File: config.mk
export PLATFORM = sky130hd
export DESIGN_NAME = midi_uart_top
export DESIGN_NICKNAME = d
export VERILOG_FILES = /design/src/logic/midi_pkg.sv /design/src/logic/midi_bit_timer.sv /design/src/logic/midi_rx_shifter.sv /design/src/logic/midi_status_tracker.sv /design/src/logic/midi_tx_shifter.sv /design/src/logic/midi_uart_ctrl.sv /design/src/logic/midi_uart_top.sv
export SDC_FILE = /design/constraint.sdc
export NUM_CORES = 1
export LEC_CHECK = 0
export ABC_CLOCK_PERIOD_IN_PS = 1500
export BUFFER_PORTS_ARGS = -buffer_cell sky130_fd_sc_hd__buf_2
export CAP_MARGIN = 20
export CORE_ASPECT_RATIO = 2
export CORE_MARGIN = 4
export CORE_UTILIZATION = 45
export DETAILED_ROUTE_END_ITERATION = 10
export GPL_ROUTABILITY_DRIVEN = 0
export PLACE_DENSITY = 0.65
export SETUP_SLACK_MARGIN = 0.4
export SYNTH_ARGS = -nofsm -noshare
export SYNTH_HDL_FRONTEND = slang
export SYNTH_SLANG_ARGS = --single-unit
File: constraint.sdc
create_clock -name reg_clk -period 1.5 [get_ports reg_clk]
set_clock_uncertainty 0.05 [all_clocks]
set_input_delay 0.3 -clock reg_clk [delete_from_list [all_inputs] [get_ports reg_clk]]
set_output_delay 0.3 -clock reg_clk [all_outputs]
set_load 0.02 [all_outputs]
File: src/logic/midi_pkg.sv
package midi_pkg;

    // 25 MHz reg_clk, 31250 baud: 800 clocks per bit
    localparam int unsigned half_bit_clks = 400;
    localparam int unsigned half_bit_cnt_w = $clog2(half_bit_clks);

    // half-bit slots of one frame
    localparam int unsigned slot_w = 5;
    localparam logic [slot_w-1:0] rx_first_sample = 5'd3;
    localparam logic [slot_w-1:0] rx_last_slot = 5'd19;
    localparam logic [slot_w-1:0] tx_last_slot = 5'd19;

    // start, 8 data, stop
    localparam logic [3:0] tx_stop_sel = 4'd9;

    // sysex end, never a running status
    localparam logic [7:0] midi_eox = 8'hF7;

    typedef struct packed {
        logic       status_flag;
        logic [2:0] msg_kind;
        logic [3:0] channel;
    } midi_status_view_t;

    typedef struct packed {
        logic       status_flag;
        logic [6:0] value;
    } midi_data_view_t;

    // one MIDI byte, seen as status or as data
    typedef union packed {
        midi_status_view_t status;
        midi_data_view_t   data;
    } midi_byte_u;

    // controller to receive shifter
    typedef struct packed {
        logic       sample;
        logic [2:0] bit_index;
        logic       stop_check;
    } rx_strobe_t;

    // controller to transmit shifter
    // bit_sel 0 = start, 1..8 = data bits 0..7, 9 = stop
    typedef struct packed {
        logic       load;
        logic       drive;
        logic [3:0] bit_sel;
    } tx_step_t;

    typedef struct packed {
        midi_byte_u data;
        midi_byte_u status;
        logic [7:0] byte_nr;
    } midi_rx_event_t;

endpackage

File: src/logic/midi_bit_timer.sv
`timescale 1ns/1ns

module midi_bit_timer
    import midi_pkg::*;
(
    input  logic reg_clk,
    input  logic reset_reg_N,
    input  logic restart,
    output logic tick
);

    localparam logic [half_bit_cnt_w-1:0] cnt_last = half_bit_cnt_w'(half_bit_clks - 1);

    logic [half_bit_cnt_w-1:0] count;

    // free running between restarts
    always_ff @(posedge reg_clk or negedge reset_reg_N) begin
        if (!reset_reg_N) begin
            count <= '0;
        end else if (restart) begin
            count <= '0;
        end else if (count == cnt_last) begin
            count <= '0;
        end else begin
            count <= count + 1'b1;
        end
    end

    // one cycle per half bit, first one 400 clocks after restart
    assign tick = (count == cnt_last) && !restart;

endmodule

File: src/logic/midi_rx_shifter.sv
`timescale 1ns/1ns

module midi_rx_shifter
    import midi_pkg::*;
(
    input  logic       reg_clk,
    input  logic       reset_reg_N,
    input  logic       rxd,
    input  rx_strobe_t rx_strobe,
    output logic       rx_line,
    output logic       byte_done,
    output logic [7:0] rx_byte,
    output logic       framing_error
);

    logic [1:0] rxd_sync;
    logic [1:0] rxd_hist;
    logic [7:0] shift_byte;

    // two-flop synchroniser plus two samples of history
    always_ff @(posedge reg_clk or negedge reset_reg_N) begin
        if (!reset_reg_N) begin
            rxd_sync <= 2'b11;
            rxd_hist <= 2'b11;
        end else begin
            rxd_sync <= {rxd_sync[0], rxd};
            rxd_hist <= {rxd_hist[0], rxd_sync[1]};
        end
    end

    // low only after three low samples in a row
    assign rx_line = rxd_sync[1] | rxd_hist[0] | rxd_hist[1];

    always_ff @(posedge reg_clk) begin
        if (rx_strobe.sample) begin
            shift_byte[rx_strobe.bit_index] <= rx_line;
        end
    end

    // stable from the stop check until the next frame's bit 0
    assign rx_byte = shift_byte;

    always_ff @(posedge reg_clk or negedge reset_reg_N) begin
        if (!reset_reg_N) begin
            byte_done <= 1'b0;
            framing_error <= 1'b0;
        end else begin
            byte_done <= rx_strobe.stop_check && rx_line;
            // stop bit must be high
            framing_error <= rx_strobe.stop_check && !rx_line;
        end
    end

endmodule

File: src/logic/midi_status_tracker.sv
`timescale 1ns/1ns

module midi_status_tracker
    import midi_pkg::*;
(
    input  logic           reg_clk,
    input  logic           reset_reg_N,
    input  logic           byte_done,
    input  logic [7:0]     rx_byte,
    output logic           rx_event_valid,
    output midi_rx_event_t rx_event
);

    midi_byte_u in_byte;
    logic       is_status;

    midi_byte_u data_q;
    midi_byte_u status_q;
    logic [7:0] byte_nr_q;

    assign in_byte = rx_byte;

    // F7 has the status flag but keeps the running status
    assign is_status = in_byte.status.status_flag && (in_byte != midi_eox);

    always_ff @(posedge reg_clk or negedge reset_reg_N) begin
        if (!reset_reg_N) begin
            status_q <= '0;
            byte_nr_q <= '0;
            rx_event_valid <= 1'b0;
        end else begin
            rx_event_valid <= byte_done;
            if (byte_done) begin
                if (is_status) begin
                    status_q <= in_byte;
                    byte_nr_q <= '0;
                end else begin
                    // wraps at 256
                    byte_nr_q <= byte_nr_q + 1'b1;
                end
            end
        end
    end

    always_ff @(posedge reg_clk) begin
        if (byte_done) begin
            data_q <= in_byte;
        end
    end

    assign rx_event.data = data_q;
    assign rx_event.status = status_q;
    assign rx_event.byte_nr = byte_nr_q;

endmodule

File: src/logic/midi_tx_shifter.sv
`timescale 1ns/1ns

module midi_tx_shifter
    import midi_pkg::*;
(
    input  logic       reg_clk,
    input  logic       reset_reg_N,
    input  logic [7:0] out_data,
    input  tx_step_t   tx_step,
    output logic       txd
);

    logic [7:0] tx_buf;
    logic       data_bit;

    always_ff @(posedge reg_clk) begin
        if (tx_step.load) begin
            tx_buf <= out_data;
        end
    end

    // bit_sel 1..8 wraps onto buffer index 0..7
    assign data_bit = tx_buf[tx_step.bit_sel[2:0] - 3'd1];

    always_ff @(posedge reg_clk or negedge reset_reg_N) begin
        if (!reset_reg_N) begin
            txd <= 1'b1;
        end else if (tx_step.drive) begin
            if (tx_step.bit_sel == '0) begin
                txd <= 1'b0;
            end else if (tx_step.bit_sel == tx_stop_sel) begin
                txd <= 1'b1;
            end else begin
                txd <= data_bit;
            end
        end
    end

endmodule

File: src/logic/midi_uart_ctrl.sv
`timescale 1ns/1ns

module midi_uart_ctrl
    import midi_pkg::*;
(
    input  logic       reg_clk,
    input  logic       reset_reg_N,
    input  logic       rx_line,
    input  logic       rx_tick,
    input  logic       tx_tick,
    input  logic       send_byte,
    output logic       rx_timer_restart,
    output logic       tx_timer_restart,
    output rx_strobe_t rx_strobe,
    output tx_step_t   tx_step,
    output logic       out_ready
);

    logic              rx_busy;
    logic [slot_w-1:0] rx_slot;
    logic [slot_w-1:0] rx_next;
    logic [slot_w-1:0] rx_bit_offset;

    logic              tx_busy;
    logic [slot_w-1:0] tx_slot;
    logic [slot_w-1:0] tx_next;

    // start bit seen while idle
    assign rx_timer_restart = !rx_busy && !rx_line;
    assign rx_next = rx_slot + 1'b1;
    // odd slots 3..17 map to data bits 0..7
    assign rx_bit_offset = rx_next - rx_first_sample;

    always_ff @(posedge reg_clk or negedge reset_reg_N) begin
        if (!reset_reg_N) begin
            rx_busy <= 1'b0;
            rx_slot <= '0;
            rx_strobe <= '0;
        end else begin
            rx_strobe.sample <= 1'b0;
            rx_strobe.stop_check <= 1'b0;
            if (rx_timer_restart) begin
                rx_busy <= 1'b1;
                rx_slot <= '0;
            end else if (rx_busy && rx_tick) begin
                rx_slot <= rx_next;
                rx_strobe.bit_index <= rx_bit_offset[3:1];
                if (rx_next == rx_last_slot) begin
                    // middle of the stop bit, frame done
                    rx_strobe.stop_check <= 1'b1;
                    rx_busy <= 1'b0;
                end else if (rx_next[0] && rx_next >= rx_first_sample) begin
                    rx_strobe.sample <= 1'b1;
                end
            end
        end
    end

    // transmit side only accepts while idle
    assign out_ready = !tx_busy;
    assign tx_timer_restart = send_byte && !tx_busy;
    assign tx_next = tx_slot + 1'b1;

    always_ff @(posedge reg_clk or negedge reset_reg_N) begin
        if (!reset_reg_N) begin
            tx_busy <= 1'b0;
            tx_slot <= '0;
            tx_step <= '0;
        end else begin
            tx_step.load <= 1'b0;
            tx_step.drive <= 1'b0;
            if (tx_timer_restart) begin
                // latch data and drive the start bit at once
                tx_busy <= 1'b1;
                tx_slot <= '0;
                tx_step.load <= 1'b1;
                tx_step.drive <= 1'b1;
                tx_step.bit_sel <= '0;
            end else if (tx_busy && tx_tick) begin
                if (tx_slot == tx_last_slot) begin
                    tx_busy <= 1'b0;
                end else begin
                    tx_slot <= tx_next;
                    // every second tick starts the next bit
                    if (!tx_next[0]) begin
                        tx_step.drive <= 1'b1;
                        tx_step.bit_sel <= tx_next[4:1];
                    end
                end
            end
        end
    end

endmodule

File: src/logic/midi_uart_top.sv
`timescale 1ns/1ns

module midi_uart_top
    import midi_pkg::*;
(
    input  logic           reg_clk,
    input  logic           reset_reg_N,
    input  logic           midi_rxd,
    input  logic           midi_send_byte,
    input  logic [7:0]     midi_out_data,
    output logic           midi_txd,
    output logic           midi_out_ready,
    output logic           rx_event_valid,
    output midi_rx_event_t rx_event,
    output logic           framing_error
);

    logic       rx_line;
    logic       rx_tick;
    logic       tx_tick;
    logic       rx_timer_restart;
    logic       tx_timer_restart;
    rx_strobe_t rx_strobe;
    tx_step_t   tx_step;
    logic       byte_done;
    logic [7:0] rx_byte;

    midi_uart_ctrl u_ctrl (
        .reg_clk          (reg_clk),
        .reset_reg_N      (reset_reg_N),
        .rx_line          (rx_line),
        .rx_tick          (rx_tick),
        .tx_tick          (tx_tick),
        .send_byte        (midi_send_byte),
        .rx_timer_restart (rx_timer_restart),
        .tx_timer_restart (tx_timer_restart),
        .rx_strobe        (rx_strobe),
        .tx_step          (tx_step),
        .out_ready        (midi_out_ready)
    );

    // separate timers so receive and transmit run independently
    midi_bit_timer u_rx_timer (
        .reg_clk     (reg_clk),
        .reset_reg_N (reset_reg_N),
        .restart     (rx_timer_restart),
        .tick        (rx_tick)
    );

    midi_bit_timer u_tx_timer (
        .reg_clk     (reg_clk),
        .reset_reg_N (reset_reg_N),
        .restart     (tx_timer_restart),
        .tick        (tx_tick)
    );

    midi_rx_shifter u_rx_shifter (
        .reg_clk       (reg_clk),
        .reset_reg_N   (reset_reg_N),
        .rxd           (midi_rxd),
        .rx_strobe     (rx_strobe),
        .rx_line       (rx_line),
        .byte_done     (byte_done),
        .rx_byte       (rx_byte),
        .framing_error (framing_error)
    );

    midi_tx_shifter u_tx_shifter (
        .reg_clk     (reg_clk),
        .reset_reg_N (reset_reg_N),
        .out_data    (midi_out_data),
        .tx_step     (tx_step),
        .txd         (midi_txd)
    );

    midi_status_tracker u_tracker (
        .reg_clk        (reg_clk),
        .reset_reg_N    (reset_reg_N),
        .byte_done      (byte_done),
        .rx_byte        (rx_byte),
        .rx_event_valid (rx_event_valid),
        .rx_event       (rx_event)
    );

endmodule

==> parameters.txt <==
Parameter                              Value

Finish
  Final standard cell area without fillers    6245 sq um
  Fin util    0.7478
  Area added between synthesis and finish    59.76%
  Net count reported at finish    500
  Fraction of layout instances using a drive strength above 1    0.5797
  Number of diodes    0

Global routing
  Maximum number of pins on one net before global-route repair    66
  Overall global routing resource usage    0.2041
  Global-route wire length before repair    15,840 um
  Total gr overflow    0
  Number of antenna violations at the first check in global routing    0
  Via count of the first global-routing pass    3,266

Drt
  First-pass iteration count of the detailed router    4
  Count of antenna-violating nets left after detailed routing    0
  Number of vias per cell    5.286
  Total number of vias    3,071
  Total length of routed wires    10,300 um
  Violation count after the first detailed-route iteration    128
  Routed wirelength normalized by instance count    17.73 um
  Remaining DRCs    0

Floorplanning
  Number of top-level pins    40
  Floorplan row count    47
  Width of the die    73.90 um
  Initial cell density of the core    0.4681
  Total Die Area    10,330 sq um
  Core area    8351 sq um
  Die extent in y    139.8 um

STA
  Final Setup Violations    17
  Final worst setup slack    -0.1076 ns
  Final worst-path cycle share    1.072
  Worst Tran Pin Value    0.3664 ns
  Final-report hold violation count    0
  Slew headroom    0.7543
  Achievable Freq    622.1 MHz
  Fin. max-slew vios    0
  Sum Neg Setup Slack    -0.5380 ns
  RSZ-0062 raised after global routing    yes
  Time the worst path needs with I/O delays and setup    1.608 ns

Run status
  Result of the run    finished with violations
  Failing checks    setup timing

Power and ir drop
  Tot Pwr    4.858 mW
  Total power density per cell area    777.9 nW/um^2
  Leakage Power    2.712 nW
  Peak ir drop on the vdd network    0.0006210 V

Run
  Max cap viols    0

Worst setup path
  CP Capture Type    flip-flop
  Data required time of the worst path    1.72 ns
  Nature of the critical path startpoint    flip-flop
  Arrival time at the worst endpoint    1.83 ns
  Critical path fanouts, max    4
  Worst Setup Path Type    flip-flop to flip-flop

Placed design
  Count of input and output buffers    39
  Placed standard-cell area    4766 sq um
  Detailed-placement wirelength estimate    6068 um

Clock tree
  Skew-Pair Late Insertion Delay    0.34 ns
  Clock tree from TritonCTS    built
  Clock transition at path regs    0.06 ns
  Clk sink count    89
  Buffer depth of the longest clock path    2
  Root buffer cell    sky130_fd_sc_hd__clkbuf_16
  TritonCTS Buffers    9
  H-tree levels    3

Synth
  Number of flops mapped to enable cells by yosys    24
  Yosys Warn Count    0
  Number of synthesized register bits    89
  Main synth FF type    sky130_fd_sc_hd__dfrtp_1
  Number of different library cells in the post-synthesis netlist    50
  Share of Yosys cell area claimed by the top area cell type    0.3841
  FFs w/ async S/R, synth    0.7303
  Area of the mapped netlist    3909 sq um
  Synth Instances    330
  Avg Inst Size Synth    11.84 sq um
  Synth area leader    sky130_fd_sc_hd__dfrtp_1
  Net count of the mapped netlist    352
  Most area-consuming cells after synthesis    sky130_fd_sc_hd__dfrtp_1 38%, sky130_fd_sc_hd__edfxtp_1 18%, sky130_fd_sc_hd__xnor2_1 4.3%
  Sequential-to-total area share from yosys stat    0.6021

Hold path
  Worst hold-check path type    input pin to flip-flop
==> per-layer routing <==
layer	wire length, um	up-vias	global-route usage	share of wire
li1	-	1461	-	-
met1	3374	1527	0.1974	0.33
met2	6322	61	0.3904	0.61
met3	300	22	0.03971	0.029
met4	307	0	0.09169	0.030
met5	0	-	0	0
==> metrics by stage <==
| step | cells | setup slack (ns) | hold WS (ns) |
|---|---|---|---|
| final | 581 | -0.1076 | 0.08422 |
| after global routing | 581 | -0.1684 | 0.07523 |
| after CTS | 566 | -0.1040 | 0.07615 |
| after detailed placement | 512 | -0.1925 | 0.2990 |
| after global placement | 512 | -0.1014 | 0.2953 |
| after floorplan | 330 | -0.04724 | -0.04559 |
==> layout by cell type, fill, tap and decap left out, types with 5 or more instances in the layout <==
| cell type | n |
|---|---|
| sky130_fd_sc_hd__buf_2 | 12 |
| sky130_fd_sc_hd__buf_4 | 79 |
| sky130_fd_sc_hd__buf_6 | 48 |
| sky130_fd_sc_hd__clkbuf_16 | 9 |
| sky130_fd_sc_hd__dfrtp_1 | 47 |
| sky130_fd_sc_hd__dfrtp_2 | 13 |
| sky130_fd_sc_hd__dfstp_2 | 5 |
| sky130_fd_sc_hd__edfxtp_1 | 24 |
| sky130_fd_sc_hd__ha_4 | 5 |
| sky130_fd_sc_hd__inv_1 | 6 |
| sky130_fd_sc_hd__mux2_4 | 8 |
| sky130_fd_sc_hd__mux2i_1 | 8 |
| sky130_fd_sc_hd__nand2_1 | 21 |
| sky130_fd_sc_hd__nand2b_4 | 6 |
| sky130_fd_sc_hd__nand3_1 | 8 |
| sky130_fd_sc_hd__nand3_2 | 7 |
| sky130_fd_sc_hd__nand4_1 | 5 |
| sky130_fd_sc_hd__nor2_1 | 21 |
| sky130_fd_sc_hd__nor2_4 | 11 |
| sky130_fd_sc_hd__o21ai_1 | 6 |
| sky130_fd_sc_hd__xnor2_1 | 14 |
| sky130_fd_sc_hd__xnor2_2 | 5 |
| sky130_fd_sc_hd__xor2_1 | 7 |
==> state kept, by name, summed over array words and instances, names as in the netlist <==
name / cells
u_tracker.data_q: 8
u_tracker.rx_event_valid: 1
u_ctrl.tx_step: 6
u_tx_shifter.tx_buf: 8
u_rx_shifter.rx_byte: 8
u_tx_shifter.txd: 1
u_tracker.status_q: 8
u_tracker.byte_nr_q: 8
u_ctrl.rx_slot: 5
u_tx_timer.count: 9
u_ctrl.tx_busy: 1
u_rx_shifter.rxd_hist: 2
u_ctrl.rx_busy: 1
u_ctrl.tx_slot: 5
u_rx_shifter.framing_error: 1
u_rx_timer.count: 9
u_rx_shifter.byte_done: 1
u_ctrl.rx_strobe: 5
u_rx_shifter.rxd_sync: 2
==> synth_stat cells, drive strengths merged (2+ instances only) <==
master / count
dfrtp: 60
nor2: 36
nand2: 26
edfxtp: 24
nand3: 19
xnor2: 19
inv: 12
ha: 10
o21ai: 10
nor3: 9
mux2: 8
mux2i: 8
nand2b: 8
xor2: 8
nand4: 6
and2: 5
and3: 5
clkbuf: 5
dfstp: 5
nor2b: 4
a21oi: 3
a311oi: 3
a31oi: 3
and4: 3
buf: 3
nand3b: 2
nor4: 2
o211ai: 2
o22ai: 2
==> area by class of cell <==
| class | count | area [sq um] |
|---|---|---|
| sequential | 89 | 2370 |
| fill | 499 | 2106 |
| multi-input combinational | 221 | 2102 |
| timing repair buffer | 145 | 1294 |
| clock buffer | 10 | 239.0 |
| tap | 98 | 122.6 |
| clock inverter | 6 | 65.06 |
| inverter | 12 | 52.55 |
==> where the power goes <==
| part | total, mW | switching (mW) | leakage (nW) | internal [mW] |
|---|---|---|---|---|
| logic | 0.0691 | 0.0455 | 1.56 | 0.0236 |
| clock network | 2.29 | 0.950 | 0.149 | 1.34 |
| registers | 2.50 | 0.00556 | 1.00 | 2.50 |
| total | 4.86 | 1.00 | 2.71 | 3.86 |
==> worst paths after layout <==
path	start	endpoint	slack, ns	cells past startpoint
worst max-delay path	u_tx_timer.count[1]	u_ctrl.tx_slot[1]	-0.11	5
worst min-delay path	midi_out_data[7]	u_tx_shifter.tx_buf[7]	0.08	1
min in group asynchronous	reset_reg_N	u_ctrl.rx_slot[1]	0.42	3
max in group asynchronous	reset_reg_N	u_tx_shifter.txd	0.60	3
worst min register to register	u_rx_shifter.rxd_sync[0]	u_rx_shifter.rxd_sync[1]	0.31	0
worst max register to register	u_tx_timer.count[1]	u_ctrl.tx_slot[1]	-0.11	5
==> kinds of logic after synthesis <==
logic type,Yosys count,synth area share
compound gates,36,0.06467
fa+ha+maj,10,0.03201
flops,89,0.6021
mux,17,0.04930
simple gates,131,0.1713
xor+xnor,27,0.06050
buf+inv,20,0.02017
==> worst max-delay path, stage by stage, from the launching register on <==
cell and delay [ns]:
sky130_fd_sc_hd__dfrtp_1 0.36, sky130_fd_sc_hd__ha_2 0.18, sky130_fd_sc_hd__and3_4 0.20, sky130_fd_sc_hd__nand4_1 0.18
sky130_fd_sc_hd__or3_4 0.42, sky130_fd_sc_hd__a21oi_2 0.13
==> what timing repair did <==
| action | in CTS | in global routing |
|---|---|---|
| cloned | 1 | 0 |
| hold buffers | 2 | 0 |
| hold endpoints to repair | 61 | 0 |
| setup endpoints to repair | 96 | 97 |
| pin swaps | 33 | 35 |
| resized for setup | 122 | 61 |
| setup buffers | 35 | 15 |
Power figures use the tool's default switching activity.
